## config.mk

```make
export PLATFORM = sky130hd
export DESIGN_NAME = kiwi_frac_cen
export DESIGN_NICKNAME = d
export VERILOG_FILES = /design/src/hdl/kiwi_frac_cen.sv
export VERILOG_INCLUDE_DIRS = /design/src /design/src/hdl
export SDC_FILE = /design/constraint.sdc
export NUM_CORES = 1
export LEC_CHECK = 0
export BUFFER_PORTS_ARGS = -buffer_cell sky130_fd_sc_hd__buf_2
export CAP_MARGIN = 20
export CELL_PAD_IN_SITES_DETAIL_PLACEMENT = 1
export CELL_PAD_IN_SITES_GLOBAL_PLACEMENT = 2
export CORE_MARGIN = 3
export CORE_UTILIZATION = 33
export DETAILED_ROUTE_END_ITERATION = 8
export PLACE_DENSITY_LB_ADDON = 0.05
export RECOVER_POWER = 50
export SKIP_LAST_GASP = 1
export SLEW_MARGIN = 0
export SYNTH_ARGS = -nofsm -noshare
export SYNTH_HDL_FRONTEND = slang
export SYNTH_SLANG_ARGS = --single-unit
```

## constraint.sdc

```tcl
create_clock -name clk -period 2.02 [get_ports clk]
set_clock_uncertainty 0.1 [all_clocks]
set_input_delay 0 -clock clk [delete_from_list [all_inputs] [get_ports clk]]
set_output_delay 0 -clock clk [all_outputs]
set_load 0.03 [all_outputs]
```

## src/hdl/kiwi_consts.svh

```systemverilog
// Board constants for the shared-memory block.
// The shared RAM is 2 KB. The clock-enable ratio assumes a 24 MHz system clock.
`ifndef KIWI_CONSTS_SVH
`define KIWI_CONSTS_SVH

// Shared RAM address width, 2 KB array
`define KIWI_SHR_AW 11

// Download map
`define KIWI_MCU_START 16'h2000
`define KIWI_ID_ADDR 16'd4

// Title IDs found at the ID address
`define KIWI_ID_NO_MCU 8'h77
`define KIWI_ID_COLPROM 8'h0c

// cen6 ratio is N/M of the system clock
`define KIWI_CEN_N 1
`define KIWI_CEN_M 4

`endif

```

## src/hdl/kiwi_frac_cen.sv

```systemverilog
// Clock enables derived from the 24 MHz system clock.
// cen6 pulses at N/M of clk; cen3 and cen1p5 are aligned subsets of cen6.
`include "kiwi_consts.svh"

module kiwi_frac_cen (
    input  logic clk,
    input  logic arst_n,
    output logic cen6,
    output logic cen3,
    output logic cen1p5
);

    localparam int ACC_W = $clog2(`KIWI_CEN_M + `KIWI_CEN_N) + 1;

    logic [ACC_W-1:0] acc_q;
    logic [ACC_W-1:0] acc_sum;
    logic             wrap;
    logic [1:0]       div_q;

    // Fractional step, wrap marks a cen6 cycle
    assign acc_sum = acc_q + ACC_W'(`KIWI_CEN_N);
    assign wrap    = acc_sum >= ACC_W'(`KIWI_CEN_M);

    always_ff @(posedge clk or negedge arst_n) begin
        if (!arst_n) begin
            acc_q  <= '0;
            div_q  <= 2'd0;
            cen6   <= 1'b0;
            cen3   <= 1'b0;
            cen1p5 <= 1'b0;
        end else begin
            if (wrap) begin
                acc_q <= acc_sum - ACC_W'(`KIWI_CEN_M);
            end else begin
                acc_q <= acc_sum;
            end
            cen6   <= wrap;
            // Slower strobes only ever fire on a cen6 cycle
            cen3   <= wrap && !div_q[0];
            cen1p5 <= wrap && (div_q == 2'd0);
            if (wrap) begin
                div_q <= div_q + 2'd1;
            end
        end
    end

endmodule

```

==> impl_metrics.toml <==
[status]
status = "finished, final reports clean"

[worst_setup_path]
ff2ff_setup_slack_ps = 410
cp_data_arrival_time_ps = 1670
critPathRequiredTime_ps = 2070
worst_setup_path_start_kind = "register"
cp-end-kind = "register"
regToRegEndpoint = "cen1p5"
r2r_cells = 5
crit_type = "reg -> reg"
cp_max_fo = 6
r2r-start = "acc_q[0]"

[detailed_routing]
drt-wirelength-per-cell_um = 13.3
firstDrtPassIters = 1
drc = 0
drtIter0Drc = 0
vias = 328
drt_wl_total_um = 867
viasPerCell = 5.05
ant_nets = 0

[floorplan]
ios = 5
start_util_pct = 37.7
die_w_um = 43.0
row_count = 12
die-area_um2 = 1850
core_um2 = 1200
die_y_um = 43.0

[timing]
hold_viol = 0
final_max_slew_viol_count = 0
clock.fmax_mhz = 620
rsz0062_at_grt = "no"
setup_viol = 0
worstMarginPinSlew_ps = 491
setup_slack_ps = 408
fin_crit_sh_pct = 79.8
slew_headroom_pct = 67.2
hold-worst-slack_ps = 110
finalSetupTns_ps = 0
period_minus_slack_ps = 1610

[power]
p_per_area_nw_per_um2 = 620
p_total_mw = 0.325
p_leak_nw = 0.250
peakVddDrop_uv = 368

[finish]
synthToLayoutAreaGrowth_pct = 15.7
final-instance-count-excl-fill = 65
finish.utilization_pct = 43.6
n_antenna_cell = 0
drive_above_1_share_pct = 23.5
finalNetCount = 56
stdcell_area_um2 = 524

[logic_synthesis]
synthMuxAreaShare_pct = 4.70
synthAdderAreaFrac_pct = 5.52
synth_area_um2 = 453
synth-simple-area-share_pct = 14.1
synth_area_leaders = "dfrtp_1 (50%), ha_1 (5.5%), a211oi_4 (4.4%)"
ys_seq_area_share_pct = 49.7
yosysMostFrequentCell = "dfrtp_1"
synth_top_family_by_area = "compound AO/OA/AOI/OAI gates"
synth-xor-area-share_pct = 1.93
syn_inst = 43
synth_compound_area_share_pct = 18.8
synthDistinctLibCells = 21
synth_top_area_cell = "dfrtp_1"
synth_common_cells = "dfrtp_1 (9), a21oi_1 (4), inv_1 (4), nand2_1 (3), nor2_1 (3)"
yosysWarnings = 0
synth-edff-count = 0
syn_nets = 47
ys.flop_type = "dfrtp_1"
synth_seq_cells = 9
avgSynthCellArea_um2 = 10.5
synthArstFlopShare_pct = 100
synthDominantCellAreaShare_pct = 49.7

[grt]
track_usage_pct = 11.7
grt_max_degree = 11
grt_pass1_wl_um = 1580
antenna_found_initial = 0
overflow = 0
grt_pass1_vias = 374

[placed_design]
place_ws_ps = 411
place_area_um2 = 489
port_buffers = 4
place.gp.congestion = 0.754
placedCellCount = 60
dp.final_hpwl_um = 653

[clocking]
root_buffer = "clkbuf_4"
clock_latency_ps = 260
cts_htree_levels = 1
clk_pin_slew_ps = 60
clkSinkCount = 9
cts_tree = "yes"
cts_buffers = 3
clockBufferDepth = 2

[worst_hold_path]
min_path_type = "in -> async"

[run]
drv_cap = 0
-- layout by cell type, fill, tap and decap left out, drive strengths merged, types with 2 or more instances in the layout --
master and instances:
buf 4, nand3 2, inv 4, nand2 3
nor2 4, nor3 2, dfrtp 9, o22ai 2
clkbuf 5, ha 2, a21oi 4
-- worst max-delay path by stage --
stage | startpoint | end | slack (ps) | depth (start not counted)
finish | acc_q[0] | cen1p5 | 410 | 5
detailed placement | acc_q[0] | cen1p5 | 410 | 5
global route | acc_q[0] | div_q[1] | 280 | 6
floorplan | acc_q[0] | cen1p5 | 550 | 5
CTS | acc_q[0] | cen1p5 | 390 | 5
global placement | acc_q[0] | cen1p5 | 480 | 5
-- worst max-delay path: stages (launching register included) --
cell and delay, ps:
dfrtp_1 450, ha_1 210, and2b_2 260, a211oi_4 240, nor2_2 90, and2_1 150
-- kinds of logic (layout without fill, tap and decap cells) --
group / after synthesis / after routing
xor+xnor: 1 / 1
compound gates: 10 / 10
simple gates: 13 / 13
flops: 9 / 9
mux: 2 / 2
buf+inv: 6 / 14
fa+ha+maj: 2 / 2
-- cell type report --
cell class / count / area, um2
fill: 149 / 677
clock buffer: 4 / 26.3
inverter: 4 / 15.0
tap: 14 / 17.5
timing repair buffer: 6 / 36.3
sequential: 9 / 225
multi-input combinational: 28 / 204
-- metal layers --
layer	share of wire, %	track usage, %	wire length [um]	vias up
met3	6.6	6.36	57	2
met1	42	11.7	367	158
met2	50	20.7	436	8
met5	0	0	0	-
met4	0.69	3.61	6	0
li1	-	-	-	160
-- power by group --
part	total, mW	leakage, nW	internal (mW)	switching, mW
Clock	0.140	0.0150	0.0762	0.0636
Sequential	0.180	0.122	0.180	0
Combinational	0.00529	0.114	0.00167	0.00362
Total	0.325	0.250	0.258	0.0672
-- state kept, by name, summed over array words and instances (netlist names) --
signal	flops
acc_q	4
cen1p5	1
cen3	1
cen6	1
div_q	2
-- timing repair --
action / 4_1_cts / 5_1_grt
hold buffers: 1 / 0
gates resized for setup: 0 / 0
buffers inserted: 0 / 0
hold endpoints to repair: 9 / 0
Power figures use the tool's default switching activity.
