### src/hdl/kiwi_consts.svh
// Board constants for the shared-memory block.
// The shared RAM is 2 KB. The clock-enable ratio assumes a 24 MHz system clock.
`ifndef KIWI_CONSTS_SVH
`define KIWI_CONSTS_SVH

// Shared RAM address width, 2 KB array
`define KIWI_SHR_AW 11

// Download map
`define KIWI_MCU_START 16'h2000
`define KIWI_ID_ADDR 16'd4

// Title IDs found at the ID address
`define KIWI_ID_NO_MCU 8'h77
`define KIWI_ID_COLPROM 8'h0c

// cen6 ratio is N/M of the system clock
`define KIWI_CEN_N 1
`define KIWI_CEN_M 4

`endif

### src/hdl/kiwi_bus_pkg.sv
// CPU bus types shared by the two CPU ports and the shared RAM.
// Address width follows the shared RAM size from the constants header.
`include "kiwi_consts.svh"

package kiwi_bus_pkg;

    // Main CPU request toward the shared RAM
    typedef struct packed {
        logic                    cs;
        logic                    rnw;
        logic [`KIWI_SHR_AW-1:0] addr;
        logic [7:0]              din;
    } main_req_t;

    // Sub CPU request, same layout for now
    // Kept apart so that each side can grow on its own
    typedef struct packed {
        logic                    cs;
        logic                    rnw;
        logic [`KIWI_SHR_AW-1:0] addr;
        logic [7:0]              din;
    } sub_req_t;

    // Shared RAM answer to one port
    typedef struct packed {
        logic       ok;
        logic [7:0] dout;
    } ram_rsp_t;

endpackage

### src/hdl/kiwi_cpu_port.sv
// CPU side of the shared RAM with the cs/ok handshake.
// The CPU keeps cs and its fields stable until ok; ok holds until cs falls.
// Requests are only accepted on cen6 cycles.
module kiwi_cpu_port #(
    parameter type req_t = kiwi_bus_pkg::main_req_t
) (
    input  logic                   clk,
    input  logic                   arst_n,
    input  logic                   cen6,
    input  req_t                   req,
    output req_t                   pend,
    input  logic                   grant,
    input  kiwi_bus_pkg::ram_rsp_t rsp,
    output logic                   ok,
    output logic [7:0]             dout
);

    typedef enum logic [1:0] {
        ST_IDLE,
        ST_PEND,
        ST_DONE
    } state_t;

    state_t     state_q;
    req_t       held_q;
    logic       ok_q;
    logic [7:0] dout_q;
    logic       accept;

    assign accept = (state_q == ST_IDLE) && req.cs && cen6;

    always_ff @(posedge clk or negedge arst_n) begin
        if (!arst_n) begin
            state_q <= ST_IDLE;
            ok_q    <= 1'b0;
        end else begin
            case (state_q)
                ST_IDLE: if (accept) state_q <= ST_PEND;
                ST_PEND: if (grant) state_q <= ST_DONE;
                ST_DONE: begin
                    // Answer arrives the clock after the grant
                    if (rsp.ok) begin
                        ok_q <= 1'b1;
                    end else if (ok_q && !req.cs) begin
                        ok_q    <= 1'b0;
                        state_q <= ST_IDLE;
                    end
                end
                default: state_q <= ST_IDLE;
            endcase
        end
    end

    always_ff @(posedge clk) begin
        if (accept) begin
            held_q <= req;
        end
        if (state_q == ST_DONE && rsp.ok) begin
            dout_q <= rsp.dout;
        end
    end

    // Held request, cs now meaning pending
    always_comb begin
        pend    = held_q;
        pend.cs = (state_q == ST_PEND);
    end

    assign ok   = ok_q;
    assign dout = dout_q;

endmodule

### config.mk
export PLATFORM = sky130hd
export DESIGN_NAME = kiwi_cpu_port
export DESIGN_NICKNAME = d
export VERILOG_FILES = /design/src/hdl/kiwi_bus_pkg.sv /design/src/hdl/kiwi_cpu_port.sv
export VERILOG_INCLUDE_DIRS = /design/src /design/src/hdl
export SDC_FILE = /design/constraint.sdc
export NUM_CORES = 1
export LEC_CHECK = 0
export BUFFER_PORTS_ARGS = -buffer_cell sky130_fd_sc_hd__buf_2
export CAP_MARGIN = 15
export CORE_MARGIN = 2
export CORE_UTILIZATION = 43
export DETAILED_ROUTE_END_ITERATION = 10
export PLACE_DENSITY = 0.92
export SLEW_MARGIN = 20
export SYNTH_ARGS = -nofsm -noshare
export SYNTH_HDL_FRONTEND = slang
export SYNTH_SLANG_ARGS = --single-unit
### constraint.sdc
create_clock -name clk -period 4 [get_ports clk]
set_input_delay 0.6 -clock clk [delete_from_list [all_inputs] [get_ports clk]]
set_output_delay 0.6 -clock clk [all_outputs]
set_load 0.005 [all_outputs]
==> key figures, run 1 <==
Status
  – Status: completed

Logic synthesis
  – Seq cells post-synth: 31
  – Synth area leaders: edfxtp_1, dfrtp_1, and3b_2
  – Share of the synthesized area in the top cell type: 83.9%
  – Yosys warns: 0
  – Largest area contributor in the netlist: edfxtp_1
  – Post-synth net total: 77
  – Synth Area per Inst: 23.3 µm²
  – Post-synthesis instance area: 1000 µm²
  – Sequential-to-total area share from yosys stat: 91.4%
  – Synth cell types: 14
  – Mapped Cells: 43

Clocking
  – Setup bufs post-CTS: 0
  – Clock sinks: 31
  – CTS tree: built
  – Cts hold-fix bufs: 0
  – Clock insertion delay at the later pin of the skew report: 0.31 ns
  – CTS Buf Count: 5
  – Htree depth: 2
  – Post-cts sizing count: 0
  – Max clock buf depth: 2
  – Clock slew at reported path FFs: 0.08 ns
  – CTS root buf: clkbuf_4

Die
  – Die area: 2730 µm²
  – DIE WIDTH: 52.3 µm
  – Initial Utilization: 45.3%
  – Core footprint: 2210 µm²
  – Die Ht: 52.3 µm
  – IO Count: 64
  – # rows: 17

Routing
  – Via density: 4.49
  – Residual DRC: 0
  – DR vias: 642
  – Post-route ant nets: 0
  – 1st-pass router iterations: 3
  – DR WL/cell: 13.2 µm
  – 1st-iter DRT viols: 4
  – DRT Wirelength: 1.89 mm

Layout
  – Final cell count without fillers: 143
  – Fin nets: 148
  – # diodes: 0
  – Layout cells sized above 1: 62.6%
  – Area Growth Syn to Fin: 41.1%
  – Commonest non-fill, non-tap cells in the layout: buf_2, edfxtp_1, clkbuf_4, dfrtp_1, clkinv_1
  – Commonest non-fill, non-tap cell in the layout: buf_2

Pwr
  – Tot Pwr: 0.688 mW
  – Power per cell area: 487 nW/µm²
  – Peak VDD IR: 0.000362 V
  – Leak Pwr: 0.614 nW

STA
  – Max transition margin: 83.6%
  – Max Fclk: 587 MHz
  – Fin. Hold Viols: 0
  – Worst setup margin: 2.30 ns
  – Worst-margin pin slew: 0.246 ns
  – Worst-case clock skew: 0.00863 ns
  – RSZ-0062 raised after global routing: no
  – Final worst path period share: 42.6%
  – Endpoints failing setup: 0
  – Slew Viols, Final: 0
  – Hold slack: 0.0699 ns
  – Final setup TNS: 0 ns
  – Fin crit period: 1.70 ns

Min path
  – Hold Crit Class: primary input to async pin

Placement
  – Setup WS pre-CTS: 2.51 ns
  – PortBufs: 63
  – Routability cong.: 0.627
  – Placed cells: 135

Global route
  – First-pass GRT wire length: 2.69 mm
  – Largest net degree at the start of global routing: 21
  – Number of global-route vias before repair: 632
  – GRT Util Overall: 15.0%
  – Grt ovf: 0
  – Antenna violations before repair: 0

Worst setup path
  – Critical path required time: 3.40 ns
  – Worst Path Arrival: 1.10 ns
  – Setup CP Type: register to output port
  – Crit Path Max Fanout: 7
  – Crit path launch type: register
  – CP Capture Type: output port

Job
  – Max-cap viol count: 0
cell type report:
class                           instances  area, µm²
Multi-Input combinational cell         12       91.3
Fill cell                             175        798
Clock inverter                          2       7.51
Clock buffer                            6       41.3
Tap cell                               28       35.0
Sequential cell                        31        916
Timing Repair Buffer                   64        323
flip-flops by register name (all words and copies together) (netlist names):
name	flops
dout	8
state_q	2
pend	20
ok	1
stage by stage:
step	utilization (%)	cell area [µm²]
2_1_floorplan	-	1000
3_3_place_gp	61.7	1370
3_5_place_dp	61.7	1370
4_1_cts	63.9	1410
5_1_grt	63.9	1410
6_report	63.9	1410
cell families after synthesis:
group	share of synthesized area [%]
AO/OA/AOI/OAI	2.12
flip-flops	91.4
AND/OR/NAND/NOR	6.49
final timing paths:
check | from | to | slack (ns) | cells after the start
max | state_q[0] | pend[20] | 2.30 | 2
min | arst_n | ok | 0.07 | 1
max reg2reg | state_q[0] | pend[4] | 2.78 | 2
min reg2reg | ok | ok | 0.51 | 1
max in group asynchronous | arst_n | state_q[0] | 3.83 | 1
min in group clk | req[8] | pend[8] | 0.45 | 1
routing by layer:
layer  global-route usage [%]  routed length, µm  up-vias
met4                     7.69                 37        0
met3                     6.86                128        4
met1                     12.6                594      297
li1                         -                  -      310
met5                        0                  0        -
met2                     28.5               1130       31
where the power goes:
| group | total (mW) | leakage [nW] | internal [mW] | switching [mW] |
|---|---|---|---|---|
| sequential | 0.427 | 0.295 | 0.405 | 0.0215 |
| clock | 0.155 | 0.0273 | 0.0649 | 0.0901 |
| combinational | 0.106 | 0.291 | 0.0564 | 0.0500 |
critical path, cell delays in order (launching register included):
cell and delay (ns):
dfrtp_1 0.45, and2b_2 0.23, buf_2 0.12
Yosys cell counts, drive strengths merged:
cell type,number
a21o,1
a21oi,1
and2b,1
and3b,1
dfrtp,3
edfxtp,28
nand2,1
nand2b,1
nand3b,1
nor3,1
nor3b,1
o2bb2ai,1
or2b,1
or3b,1
Power figures use the tool's default switching activity.
==> inputs of run 2 (changes only) <==
CORE_UTILIZATION = 36   (was 43)
PLACE_DENSITY = 0.83   (was 0.92)
clock period = 1.5 ns   (was 4 ns; I/O delays follow)
==> run 2 against run 1 <==
Against the previous run: critical path depth did not move; sequential share of layout area fell by 1.5 points; critical endpoint unchanged; worst setup slack got worse by 2.2 ns; combinational power rose to 2.9 times the previous value; utilization fell by 11 points; largest power group unchanged; largest cell class unchanged; cell count rose by 2.8%; first-iteration DRC count rose by 75%; clock-buffer cell count rose by 2; clock skew fell by 0.0046 ns; non-clock buffer count rose by 1; via count rose by 2.6%; routed wire length fell by 3.4%.
==> key figures, run 2 (synthesized netlist as in run 1, its figures left out) <==
Layout
  – Fin nets: 149 (+0.68%)
  – Layout cells sized above 1: 62.1% (-0.54 points)
  – Final core utilization: 53.4% (-11 points)
  – Max reg flops: 20 (unchanged)
  – Final cell count without fillers: 147 (+2.8%)
  – Commonest non-fill, non-tap cells in the layout: buf_2, edfxtp_1, clkbuf_4, clkbuf_1, dfrtp_1
  – # diodes: 0 (unchanged)
  – Fill cell count: 248 (+42%)
  – Commonest non-fill, non-tap cell in the layout: buf_2
  – Fin area: 1450 µm² (+2.3%)
  – Area Growth Syn to Fin: 44.3%
  – Total area of sequential cells: 916 µm² (unchanged)
  – Area occupied by multi-input gates: 97.6 µm² (+6.8%)

Global route
  – Antenna violations before repair: 0 (unchanged)
  – GRT Util Overall: 11.9% (-3.1 points)
  – Grt ovf: 0 (unchanged)
  – Number of global-route vias before repair: 659 (+4.3%)
  – First-pass GRT wire length: 2.70 mm (+0.48%)
  – Largest net degree at the start of global routing: 21 (unchanged)

Job
  – Max-cap viol count: 0 (unchanged)

Clocking
  – CTS Buf Count: 5 (unchanged)
  – Clock sinks: 31 (unchanged)
  – CTS tree: built
  – Clock insertion delay at the later pin of the skew report: 0.32 ns (about the same)
  – Max clock buf depth: 2 (unchanged)
  – Clock slew at reported path FFs: 0.08 ns (about the same)
  – CTS root buf: clkbuf_4
  – Post-cts sizing count: 0 (unchanged)
  – Htree depth: 2 (unchanged)

STA
  – Endpoints failing setup: 0 (unchanged)
  – Worst setup margin: 0.118 ns (-2.18 ns)
  – Fin. Hold Viols: 0 (unchanged)
  – Fin crit period: 1.38 ns
  – Max Fclk: 724 MHz
  – RSZ-0062 raised after global routing: no
  – Worst-margin pin slew: 0.230 ns (-0.0164 ns)
  – Final worst path period share: 92.1%
  – Slew Viols, Final: 0 (unchanged)
  – Worst-case clock skew: 0.00407 ns (-0.00456 ns)
  – Final setup TNS: 0 ns (unchanged)
  – Max transition margin: 84.7% (+1.1 points)

Min path
  – Hold Crit Class: primary input to register
  – Worst Hold End: pend[7]
  – WHS Path Cells: 1
  – Worst Hold Launch: req[7]

Routing
  – DR WL/cell: 12.4 µm (-6.1%)
  – DR vias: 659 (+2.6%)
  – 1st-iter DRT viols: 7 (+3)
  – Via density: 4.48 (-0.15%)
  – Residual DRC: 0 (unchanged)
  – DRT Wirelength: 1.82 mm (-3.4%)
  – 1st-pass router iterations: 4 (+1)
  – Post-route ant nets: 0 (unchanged)

Worst setup path
  – Critical path required time: 1.27 ns (-2.13 ns)
  – Critical R2R Capture: pend[19]
  – Setup CP Type: register to output port
  – Crit path launch type: register
  – CP Capture Type: output port
  – Path depth of the worst reg2reg path: 2 (unchanged)
  – Worst Path Arrival: 1.16 ns (+0.06 ns)
  – R2R Setup Slk: 0.32 ns (-2.46 ns)
  – Crit Path Max Fanout: 6 (-1)
  – Reg2reg start: state_q[0]

Die
  – Core footprint: 2710 µm² (+23%)
  – Die Ht: 56.8 µm (+8.6%)
  – # rows: 19 (+2)
  – DIE WIDTH: 56.8 µm (+8.6%)
  – IO Count: 64 (unchanged)
  – Initial Utilization: 37.0% (-8.3 points)
  – Die area: 3220 µm² (+18%)

Placement
  – Post-DP HPWL: 1.44 mm
  – Setup WS pre-CTS: 0.315 ns (-2.19 ns)
  – Dpl cell area: 1390 µm² (+1.6%)
  – Routability cong.: 0.677 (+8.0%)
  – Placed cells: 138 (+2.2%)
  – PortBufs: 63 (unchanged)

Status
  – Status: completed

Pwr
  – Peak VDD IR: 0.00105 V (+190%)
  – Leak Pwr: 0.619 nW (+0.88%)
  – Power per cell area: 1300 nW/µm² (+170%)
-- run 2: changes by cell type in the layout (fill, tap and decap cells not counted) --
cell           before  now
buf_12              0    1
nor3_2              1    0
nor3_4              0    1
clkinv_1            2    0
buf_4               1    0
clkbuf_1            1    3
dlygate4sd3_1       0    1
-- run 2: stage by stage --
stage	total power [mW]	hold slack (ns)
6_report	1.88	0.0756
3_5_place_dp	1.47	0.0252
5_1_grt	1.98	0.0582
2_1_floorplan	1.29	-0.0706
3_3_place_gp	1.45	0.0214
4_1_cts	1.91	0.0578
-- run 2: worst max-delay path, stage by stage, from the launching register on --
cell	delay (ns)
dfrtp_1	0.46
and2b_2	0.26
buf_2	0.12
-- run 2: per-layer routing --
metal  wire, µm  vias to the layer above  track usage [%]
li1           -                      314                -
met5          0                        -                0
met3        249                        3             6.91
met4         25                        0             6.98
met1        609                      304             11.9
met2        940                       38             19.1
-- run 2: worst max-delay path by stage --
stage / cells past startpoint / startpoint / slack (ns) / end
6_report: 2 / state_q[1] / 0.12 / pend[20]
5_1_grt: 2 / state_q[1] / 0.06 / pend[20]
4_1_cts: 2 / state_q[1] / 0.1 / pend[20]
3_5_place_dp: 2 / state_q[0] / 0.32 / pend[7]
3_3_place_gp: 2 / state_q[0] / 0.37 / pend[11]
2_1_floorplan: 1 / state_q[0] / 0.09 / pend[0]
-- run 2: cell type report --
type	instances	area share (%)
multi-input cells	12	6.75
repair buffers	65	23.9
well taps	31	2.68
flip-flops and latches	31	63.3
clock buffers	8	3.37
-- run 2: report_power, final --
group	internal, mW	switching (mW)	total [mW]	leakage, nW
combinational	0.167	0.137	0.304	0.297
sequential	1.08	0.0636	1.14	0.295
clock	0.186	0.246	0.432	0.0265
total	1.43	0.447	1.88	0.619
-- run 2: what timing repair did --
item | in CTS | in global routing
hold buffers | 1 | 0
hold endpoints to repair | 3 | 0
setup buffers | 0 | 0
