## config.mk

```make
export PLATFORM = sky130hd
export DESIGN_NAME = kiwi_dl_decode
export DESIGN_NICKNAME = d
export VERILOG_FILES = /design/src/hdl/kiwi_cfg_pkg.sv /design/src/hdl/kiwi_dl_decode.sv
export VERILOG_INCLUDE_DIRS = /design/src /design/src/hdl
export SDC_FILE = /design/constraint.sdc
export NUM_CORES = 1
export LEC_CHECK = 0
export BUFFER_PORTS_ARGS = -buffer_cell sky130_fd_sc_hd__buf_2
export CAP_MARGIN = 20
export CORE_AREA = 2 2 39 41
export DETAILED_ROUTE_END_ITERATION = 8
export DIE_AREA = 0 0 41 43
export HOLD_SLACK_MARGIN = 0.12
export SYNTH_ARGS = -nofsm -noshare
export SYNTH_HDL_FRONTEND = slang
export SYNTH_SLANG_ARGS = --single-unit
```

## constraint.sdc

```tcl
create_clock -name clk -period 0.8 [get_ports clk]
set_clock_uncertainty 0.15 [all_clocks]
set_input_delay 0.04 -clock clk [delete_from_list [all_inputs] [get_ports clk]]
set_output_delay 0.04 -clock clk [all_outputs]
set_load 0.01 [all_outputs]
```

## src/hdl/kiwi_consts.svh

```systemverilog
// Board constants for the shared-memory block.
// The shared RAM is 2 KB. The clock-enable ratio assumes a 24 MHz system clock.
`ifndef KIWI_CONSTS_SVH
`define KIWI_CONSTS_SVH

// Shared RAM address width, 2 KB array
`define KIWI_SHR_AW 11

// Download map
`define KIWI_MCU_START 16'h2000
`define KIWI_ID_ADDR 16'd4

// Title IDs found at the ID address
`define KIWI_ID_NO_MCU 8'h77
`define KIWI_ID_COLPROM 8'h0c

// cen6 ratio is N/M of the system clock
`define KIWI_CEN_N 1
`define KIWI_CEN_M 4

`endif

```

## src/hdl/kiwi_cfg_pkg.sv

```systemverilog
// Download stream and title configuration types.
// The download address is the full 16-bit ROM load address.
package kiwi_cfg_pkg;

    // One download beat; prom_we marks PROM data within the stream
    typedef struct packed {
        logic        we;
        logic [15:0] addr;
        logic [7:0]  data;
        logic        prom_we;
    } dl_t;

    // Per-title hardware flags, latched from the ID byte
    typedef struct packed {
        logic mcu_en;
        logic colprom_en;
    } title_cfg_t;

endpackage

```

## src/hdl/kiwi_dl_decode.sv

```systemverilog
// Title flags and PROM write steering from the ROM download stream.
// Flags are valid one clock after the ID byte is written; strobes are combinational.
`include "kiwi_consts.svh"

module kiwi_dl_decode (
    input  logic                    clk,
    input  logic                    arst_n,
    input  kiwi_cfg_pkg::dl_t        dl,
    output kiwi_cfg_pkg::title_cfg_t cfg,
    output logic                    colprom_we,
    output logic                    mcuprom_we
);

    logic id_we;

    assign id_we = dl.we && (dl.addr == `KIWI_ID_ADDR);

    always_ff @(posedge clk or negedge arst_n) begin
        if (!arst_n) begin
            cfg.mcu_en     <= 1'b0;
            cfg.colprom_en <= 1'b0;
        end else if (id_we) begin
            // Every title has the MCU except the one with the no-MCU ID
            cfg.mcu_en     <= dl.data != `KIWI_ID_NO_MCU;
            cfg.colprom_en <= dl.data == `KIWI_ID_COLPROM;
        end
    end

    // Colour PROM sits in the first 1 KB of the PROM area
    assign colprom_we = dl.prom_we && (dl.addr[15:10] == 6'd0);

    // MCU program from its start address upward
    assign mcuprom_we = dl.prom_we && (dl.addr >= `KIWI_MCU_START);

endmodule

```

==> results of run 1 <==
==> synthesized netlist by cell type, drive strengths merged <==
cell    n  share of area [%]
nor3b   1                3.7
and2    2                7.5
nand2b  1                3.1
dfrtp   2                 25
nand4   1                3.1
mux2    2                 15
nor4    2                 14
nor4b   2                8.7
or4     2                7.5
inv     1                1.9
and4    1                5.6
or3     1                5.6
==> power breakdown <==
part | internal (mW) | switching, mW | total, mW
registers | 0.102 | 0.0000218 | 0.102
clock network | 0.166 | 0.0643 | 0.230
logic | 0.0743 | 0.0387 | 0.113
total | 0.342 | 0.103 | 0.445
==> per-layer routing <==
metal,track usage (%),up-vias
met2,16.6,25
met1,7.99,132
met5,0,-
met4,10.0,0
met3,0,2
li1,-,147
==> how the worst min path moves through the flow <==
stage                start     end  slack, ns  cells after the start
floorplan           arst_n  cfg[0]      -0.41                      0
global placement    arst_n  cfg[0]      -0.32                      1
detailed placement  arst_n  cfg[0]      -0.32                      1
CTS                 arst_n  cfg[0]      -0.03                      2
global route        arst_n  cfg[0]      0.009                      2
finish              arst_n  cfg[1]      -0.02                      2
==> layout make-up <==
cell class                 instances  area (µm²)
inverter                           1        3.75
tap                               16        20.0
multi-input combinational         15         148
sequential                         2        50.0
timing repair buffer              33         185
clock buffer                       3        22.5
fill                             140         955
==> through the flow <==
stage	area (µm²)	hold slack, ns	utilization, %	std cells	worst slack [ns]
final	429	-0.0217	31.0	70	-0.470
after global routing	429	0.00876	31.0	70	-0.527
after CTS	429	-0.0272	31.0	70	-0.469
after detailed placement	384	-0.323	27.8	66	-0.720
after global placement	384	-0.324	27.8	66	-0.690
after floorplan	201	-0.406	-	18	-0.570
==> cells by family after synthesis <==
family                 Yosys count  synth area share [%]
buffers and inverters            1                  1.86
DFF                              2                  24.8
muxes                            2                  14.9
and+or+nand+nor                 13                  58.4
==> timing repair <==
| action | in CTS | in global routing |
|---|---|---|
| resized for setup | 2 | 0 |
| pin swaps | 0 | 1 |
| endpoints found under the hold margin | 4 | 4 |
| endpoints found under the setup margin | 6 | 6 |
==> results.cfg, run 1 <==
[timing]
relSlewSlack_pct = 82.4
worstMarginPinSlew_ns = 0.261
post-route-min-period_ns = 1.27
final.setup.worst_slack_ns = -0.470
setup_tns_ns = -1.77
setup_viol = 6
drv_slew = 0
fmax_ghz = 0.787
finalHoldViolCount = 2
fin_crit_sh_pct = 159
rsz0062_at_grt = yes
hold_slack_ns = -0.0217

[job]
maxCapViolCount = 0

[route]
route.met3.wl_um = 73
detail-route-antenna-nets = 0
route.met2.wl_um = 372
vias = 306
dr.pass1.iters = 2
drc = 0
wl_met1_um = 229
drtIter0Drc = 1
wirelength_um = 690
top_layer = met4
wire_per_inst_um = 9.86
viasPerCell = 4.37

[critical_path]
path_delay_family = simple AND/OR/NAND/NOR gates
cpPeakStageDelay_ns = 0.39
path_max_fanout = 2
reg2reg_from = cfg[1]
cp-endpoint = cfg[1]
worst-path-buf-inv = 1
critical_path.startpoint = dl[22]
path_cells = buf_6 -> or3_4 -> nor4_4 -> and4_4 -> mux2_4
rrSetupSlack_ns = -0.11
reg2regPathDepth = 1
path_class = in2reg
timing.rr.end = cfg[1]
cp.depth = 5
crit_slowest_cell = or3_4
cp_data_required_time_ns = 0.76
start_kind = input port
critPathCaptureType = flop
cp.arrival_ns = 1.23

[cells_and_area]
insertedDiodeCount = 0
final_layout_size_suffix_gt1_share_pct = 77.8
final_common_cell = buf_2
nets = 84
area_growth_pct = 113
final_cell_mix = buf_2, clkbuf_4
top_regs = cfg: 2 flops
largest_reg_flops = 2
largest-register = cfg

[placed_design]
gp_congestion = 0.657
hpwlAfterDp_um = 605
portBuffers = 31

[grt]
first_global_vias = 346
grt_pass1_wl_um = 1080
grt_overflow = 0
grt_usage_pct = 9.32
grt_max_degree = 3
antenna_found_initial = 0

[clock_network]
hold_buffers = 1
htreeDepth = 1
clk_pin_slew_ns = 0.03
cts_buffers = 3
cts_tree = built
cts.sink_count = 2
clock_latency_ns = 0.23
cts_buffer_depth = 2
clockRootBuffer = clkbuf_4
postCtsSetupRepairBufs = 0

[power]
p_leak_nw = 0.223
power_density_nw_per_um2 = 1040
p_total_mw = 0.445
max-vdd-ir-drop_uv = 270

[die]
pin_count = 32
coreArea_um2 = 1380
rows = 14
die_area_um2 = 1760
die_w_um = 41
start_util_pct = 14.6
dieHeight_um = 43

[logic_synthesis]
syn_area_um2 = 201
ys_types = 13
yosysSeqAreaShare_pct = 24.8
postSynthCellCount = 18
ys_seq_elements = 2
avgSynthCellArea_um2 = 11.2
yosys_warnings = 0
synth_fp_nets = 46

[outcome]
violations = negative hold slack, negative setup slack
status = finished with violations

[worst_hold_path]
hold_class = in2async
(Power assumes the default switching activity.)
==> run 2: changes to the inputs <==
--- a/config.mk
+++ b/config.mk
@@ -6,11 +6,11 @@
 export SDC_FILE = /design/constraint.sdc
 export NUM_CORES = 1
 export LEC_CHECK = 0
-export BUFFER_PORTS_ARGS = -buffer_cell sky130_fd_sc_hd__buf_2
 export CAP_MARGIN = 20
 export CORE_AREA = 2 2 39 41
 export DETAILED_ROUTE_END_ITERATION = 8
 export DIE_AREA = 0 0 41 43
+export DONT_BUFFER_PORTS = 1
 export HOLD_SLACK_MARGIN = 0.12
 export SYNTH_ARGS = -nofsm -noshare
 export SYNTH_HDL_FRONTEND = slang
==> run 2 against run 1 <==
  * The flow still finishes with violations (negative hold slack, negative setup slack)
  * Worst hold slack got worse by 0.077 ns
  * Via count fell by 35%
  * Global-route usage fell by 1.7 points
  * Power fell by 20%
  * Final cell count fell by 40%
  * Register-to-register slack got worse by 0.02 ns
  * Highest routed layer is now met3
  * Setup slack improved by 0.081 ns
  * Clock-buffer cell count did not move
  * Critical path depth fell by 1
  * Non-clock buffer count fell by 28
==> results.cfg, run 2 (synthesized netlist as in run 1, its figures left out) <==
[clock_network]
cts_buffer_depth = 2
cts_tree = built
htreeDepth = 1
cts.sink_count = 2
clockRootBuffer = clkbuf_4
hold_buffers = 1
cts_buffers = 3
clk_pin_slew_ns = 0.03
clock_latency_ns = 0.22

[route]
viasPerCell = 4.76
wirelength_um = 574
wire_per_inst_um = 13.7
drtIter0Drc = 1
vias = 200
drc = 0
detail-route-antenna-nets = 0
dr.pass1.iters = 2

[grt]
first_global_vias = 227
grt_pass1_wl_um = 800
antenna_found_initial = 0
grt_usage_pct = 7.59
grt_overflow = 0
grt_max_degree = 3

[timing]
hold_slack_ns = -0.0984
setup_tns_ns = -1.31
post-route-min-period_ns = 1.19
rsz0062_at_grt = yes
drv_slew = 0
fmax_ghz = 0.841
setup_viol = 6
finalHoldViolCount = 4
relSlewSlack_pct = 80.4
worstMarginPinSlew_ns = 0.290
fin_crit_sh_pct = 149
final.setup.worst_slack_ns = -0.389

[outcome]
status = finished with violations
violations = negative hold slack, negative setup slack

[placed_design]
portBuffers = 0
gp_congestion = 0.679
hpwlAfterDp_um = 519

[cells_and_area]
fillers = 161
multiInputGateArea_um2 = 149
final_layout_size_suffix_gt1_share_pct = 53.8
nets = 56
final_util_pct = 21.2
ff_latch_area_um2 = 50.0
insertedDiodeCount = 0
largest_reg_flops = 2
top_regs = cfg: 2 flops
final_common_cell = clkbuf_4
area_growth_pct = 45.3
largest-register = cfg

[critical_path]
reg2regPathDepth = 1
cp.arrival_ns = 1.14
cp_data_required_time_ns = 0.75
path_max_fanout = 2
critPathCaptureType = flop
path_class = in2reg
reg2reg_from = cfg[1]
start_kind = input port
timing.rr.end = cfg[1]
rrSetupSlack_ns = -0.13

[power]
power_density_nw_per_um2 = 1220
max-vdd-ir-drop_uv = 120
p_leak_nw = 0.110
p_total_mw = 0.358

[die]
rows = 14
coreArea_um2 = 1380
die_w_um = 41
pin_count = 32
die_area_um2 = 1760
dieHeight_um = 43
start_util_pct = 14.6

[worst_hold_path]
hold_class = in2async

[job]
maxCapViolCount = 0
[run 2: cell count changes in the layout (fill, tap and decap cells not counted)]
cell	delta
and2_2	-1
and2_4	+1
buf_2	-29
buf_4	+1
[run 2: report_power, final]
part	switching (mW)	total, mW	leakage, nW	internal, mW
logic	0.0115	0.0326	0.0687	0.0211
registers	0.0000287	0.102	0.0280	0.102
clock network	0.0577	0.223	0.0138	0.165
[run 2: repair_timing]
action                     in CTS  in global routing
pin swaps                       1                  2
resized for setup               3                  0
buffers inserted                0                  1
setup endpoints to repair       6                  6
hold endpoints to repair        6                  6
[run 2: critical path: stages]
cell	delay [ns]
or3_4	0.38
nor4_4	0.15
and4_4	0.28
mux2_4	0.30
[run 2: layer usage]
metal	track usage (%)	wire length [µm]
met5	0	0
met4	12.0	0
met3	1.57	88
met2	12.2	329
met1	5.06	156
[run 2: area by class of cell]
type | instances | area share, %
flip-flops and latches | 2 | 17.1
clock buffers | 3 | 7.69
multi-input cells | 15 | 50.9
well taps | 16 | 6.84
inverters | 1 | 1.28
repair buffers | 5 | 16.2
[run 2: how the worst max path moves through the flow]
stage / from / endpoint / slack [ns] / cells past startpoint
floorplan: dl[22] / cfg[0] / -0.57 / 4
global placement: dl[22] / cfg[1] / -0.61 / 4
detailed placement: dl[22] / cfg[1] / -0.63 / 4
CTS: dl[22] / cfg[1] / -0.39 / 4
global route: dl[22] / cfg[1] / -0.42 / 4
finish: dl[22] / cfg[1] / -0.39 / 4
[run 2: stage by stage]
step / setup WS (ns) / hold WS (ns) / area, µm² / std cells
after floorplan: -0.570 / -0.406 / 201 / 18
after global placement: -0.612 / -0.406 / 251 / 38
after detailed placement: -0.628 / -0.406 / 251 / 38
after CTS: -0.386 / -0.107 / 293 / 42
after global routing: -0.421 / -0.0922 / 293 / 42
final: -0.389 / -0.0984 / 293 / 42
==> run 3: changes to the inputs <==
--- a/config.mk
+++ b/config.mk
@@ -12,6 +12,7 @@
 export DIE_AREA = 0 0 41 43
 export DONT_BUFFER_PORTS = 1
 export HOLD_SLACK_MARGIN = 0.12
+export SETUP_SLACK_MARGIN = 0.3
 export SYNTH_ARGS = -nofsm -noshare
 export SYNTH_HDL_FRONTEND = slang
 export SYNTH_SLANG_ARGS = --single-unit
==> run 3 against run 2 <==
  * First-iteration DRC count stayed put
  * Fmax hardly changed
  * The flow still finishes with violations (negative hold slack, negative setup slack)
  * Utilization is 0.81 points higher
  * Largest cell class unchanged
==> results.cfg, run 3 (synthesized netlist as in run 1, its figures left out) <==
[outcome]
status = finished with violations
violations = negative hold slack, negative setup slack

[cells_and_area]
design_area_um2 = 304
area_growth_pct = 50.9
fin_cells = 43
multiInputGateArea_um2 = 149
top_regs = cfg: 2 flops
final_layout_size_suffix_gt1_share_pct = 55.6
final_cell_mix = clkbuf_4, buf_6
fillers = 159
largest_reg_flops = 2
final_util_pct = 22.0
ff_latch_area_um2 = 50.0
largest-register = cfg
nets = 57
insertedDiodeCount = 0

[worst_hold_path]
hold_class = in2async

[die]
dieHeight_um = 43
die_w_um = 41
start_util_pct = 14.6
pin_count = 32
coreArea_um2 = 1380
die_area_um2 = 1760
rows = 14

[power]
power_switching_share_pct = 19.3
p_leak_nw = 0.117
p_sw_mw = 0.0694
p_total_mw = 0.359
max-vdd-ir-drop_uv = 121
power.internal_mw = 0.289
p_clk_share_pct = 62.2
power_density_nw_per_um2 = 1180
comb_power_share_pct = 9.4
p_seq_share_pct = 28.4

[critical_path]
path_max_fanout = 2
rrSetupSlack_ns = -0.13
cp.arrival_ns = 1.14
start_kind = input port
path_cells = or3_4 -> nor4_4 -> and4_4 -> mux2_4
crit_slowest_cell = or3_4
cp_data_required_time_ns = 0.75
cpPeakStageDelay_ns = 0.38
critPathCaptureType = flop
path_class = in2reg

[clock_network]
cts.sink_count = 2
clock_latency_ns = 0.22
hold_buffers = 1
cts_buffer_depth = 2
htreeDepth = 1
cts_tree = built
clockRootBuffer = clkbuf_4
cts_buffers = 3
clk_pin_slew_ns = 0.03

[route]
viasPerCell = 4.70
vias = 202
drtIter0Drc = 1
wire_per_inst_um = 13.4
drc = 0
dr.pass1.iters = 2
wirelength_um = 575
detail-route-antenna-nets = 0

[timing]
post-route-min-period_ns = 1.19
drv_slew = 0
worstMarginPinSlew_ns = 0.290
relSlewSlack_pct = 80.4
fin_crit_sh_pct = 149
finalHoldViolCount = 4
hold_slack_ns = -0.0984
setup_viol = 6
fmax_ghz = 0.840
setup_tns_ns = -1.38
final.setup.worst_slack_ns = -0.390
rsz0062_at_grt = yes

[job]
maxCapViolCount = 0

[grt]
grt_overflow = 0
first_global_vias = 227
grt_usage_pct = 7.59
antenna_found_initial = 0
grt_max_degree = 3
grt_pass1_wl_um = 800

[placed_design]
pre_cts_ws_ns = -0.628
portBuffers = 0
dp.cells = 38
placed_cell_area_um2 = 251
gp_congestion = 0.679
hpwlAfterDp_um = 519
-- run 3: cell types whose count changed in the layout (fill, tap and decap cells not counted) --
cell and delta:
buf_6 +1
-- run 3: worst max-delay path: cells and delay by family --
family	cells	cell delay [ns]
simple gates	3	0.81
mux	1	0.30
-- run 3: area by class of cell --
type / instances / share of cell area [%]
clock buffers: 3 / 7.41
inverters: 1 / 1.23
multi-input cells: 15 / 49.0
flip-flops and latches: 2 / 16.5
well taps: 16 / 6.58
repair buffers: 6 / 19.3
-- run 3: power groups by stage --
stage          Combinational (mW)  Sequential, mW  Clock [mW]
4_1_cts                    0.0331           0.102       0.238
3_3_place_gp               0.0272           0.103           0
2_1_floorplan              0.0210           0.103           0
3_5_place_dp               0.0275           0.103           0
6_report                   0.0336           0.102       0.223
5_1_grt                    0.0369           0.102       0.238
-- run 3: metal layers --
layer | vias to the layer above | GRT usage [%] | wire (µm)
met1 | 88 | 5.06 | 158
met4 | 0 | 12.0 | 0
met5 | - | 0 | 0
met3 | 0 | 1.57 | 88
met2 | 23 | 12.2 | 329
li1 | 91 | - | -
-- run 3: worst paths after layout --
path                       depth (start not counted)  endpoint  startpoint
min in group clk                                   2    cfg[1]       dl[4]
max in group asynchronous                          1    cfg[0]      arst_n
min reg2reg                                        1    cfg[0]      cfg[0]
min                                                1    cfg[1]      arst_n
max                                                4    cfg[1]      dl[22]
max reg2reg                                        1    cfg[1]      cfg[1]
-- run 3: what timing repair did --
action / 4_1_cts / 5_1_grt
setup buffers: 0 / 1
pin swaps: 1 / 2
resized for setup: 3 / 1
setup endpoints to repair: 6 / 6
gates cloned: 0 / 0
hold endpoints to repair: 6 / 6
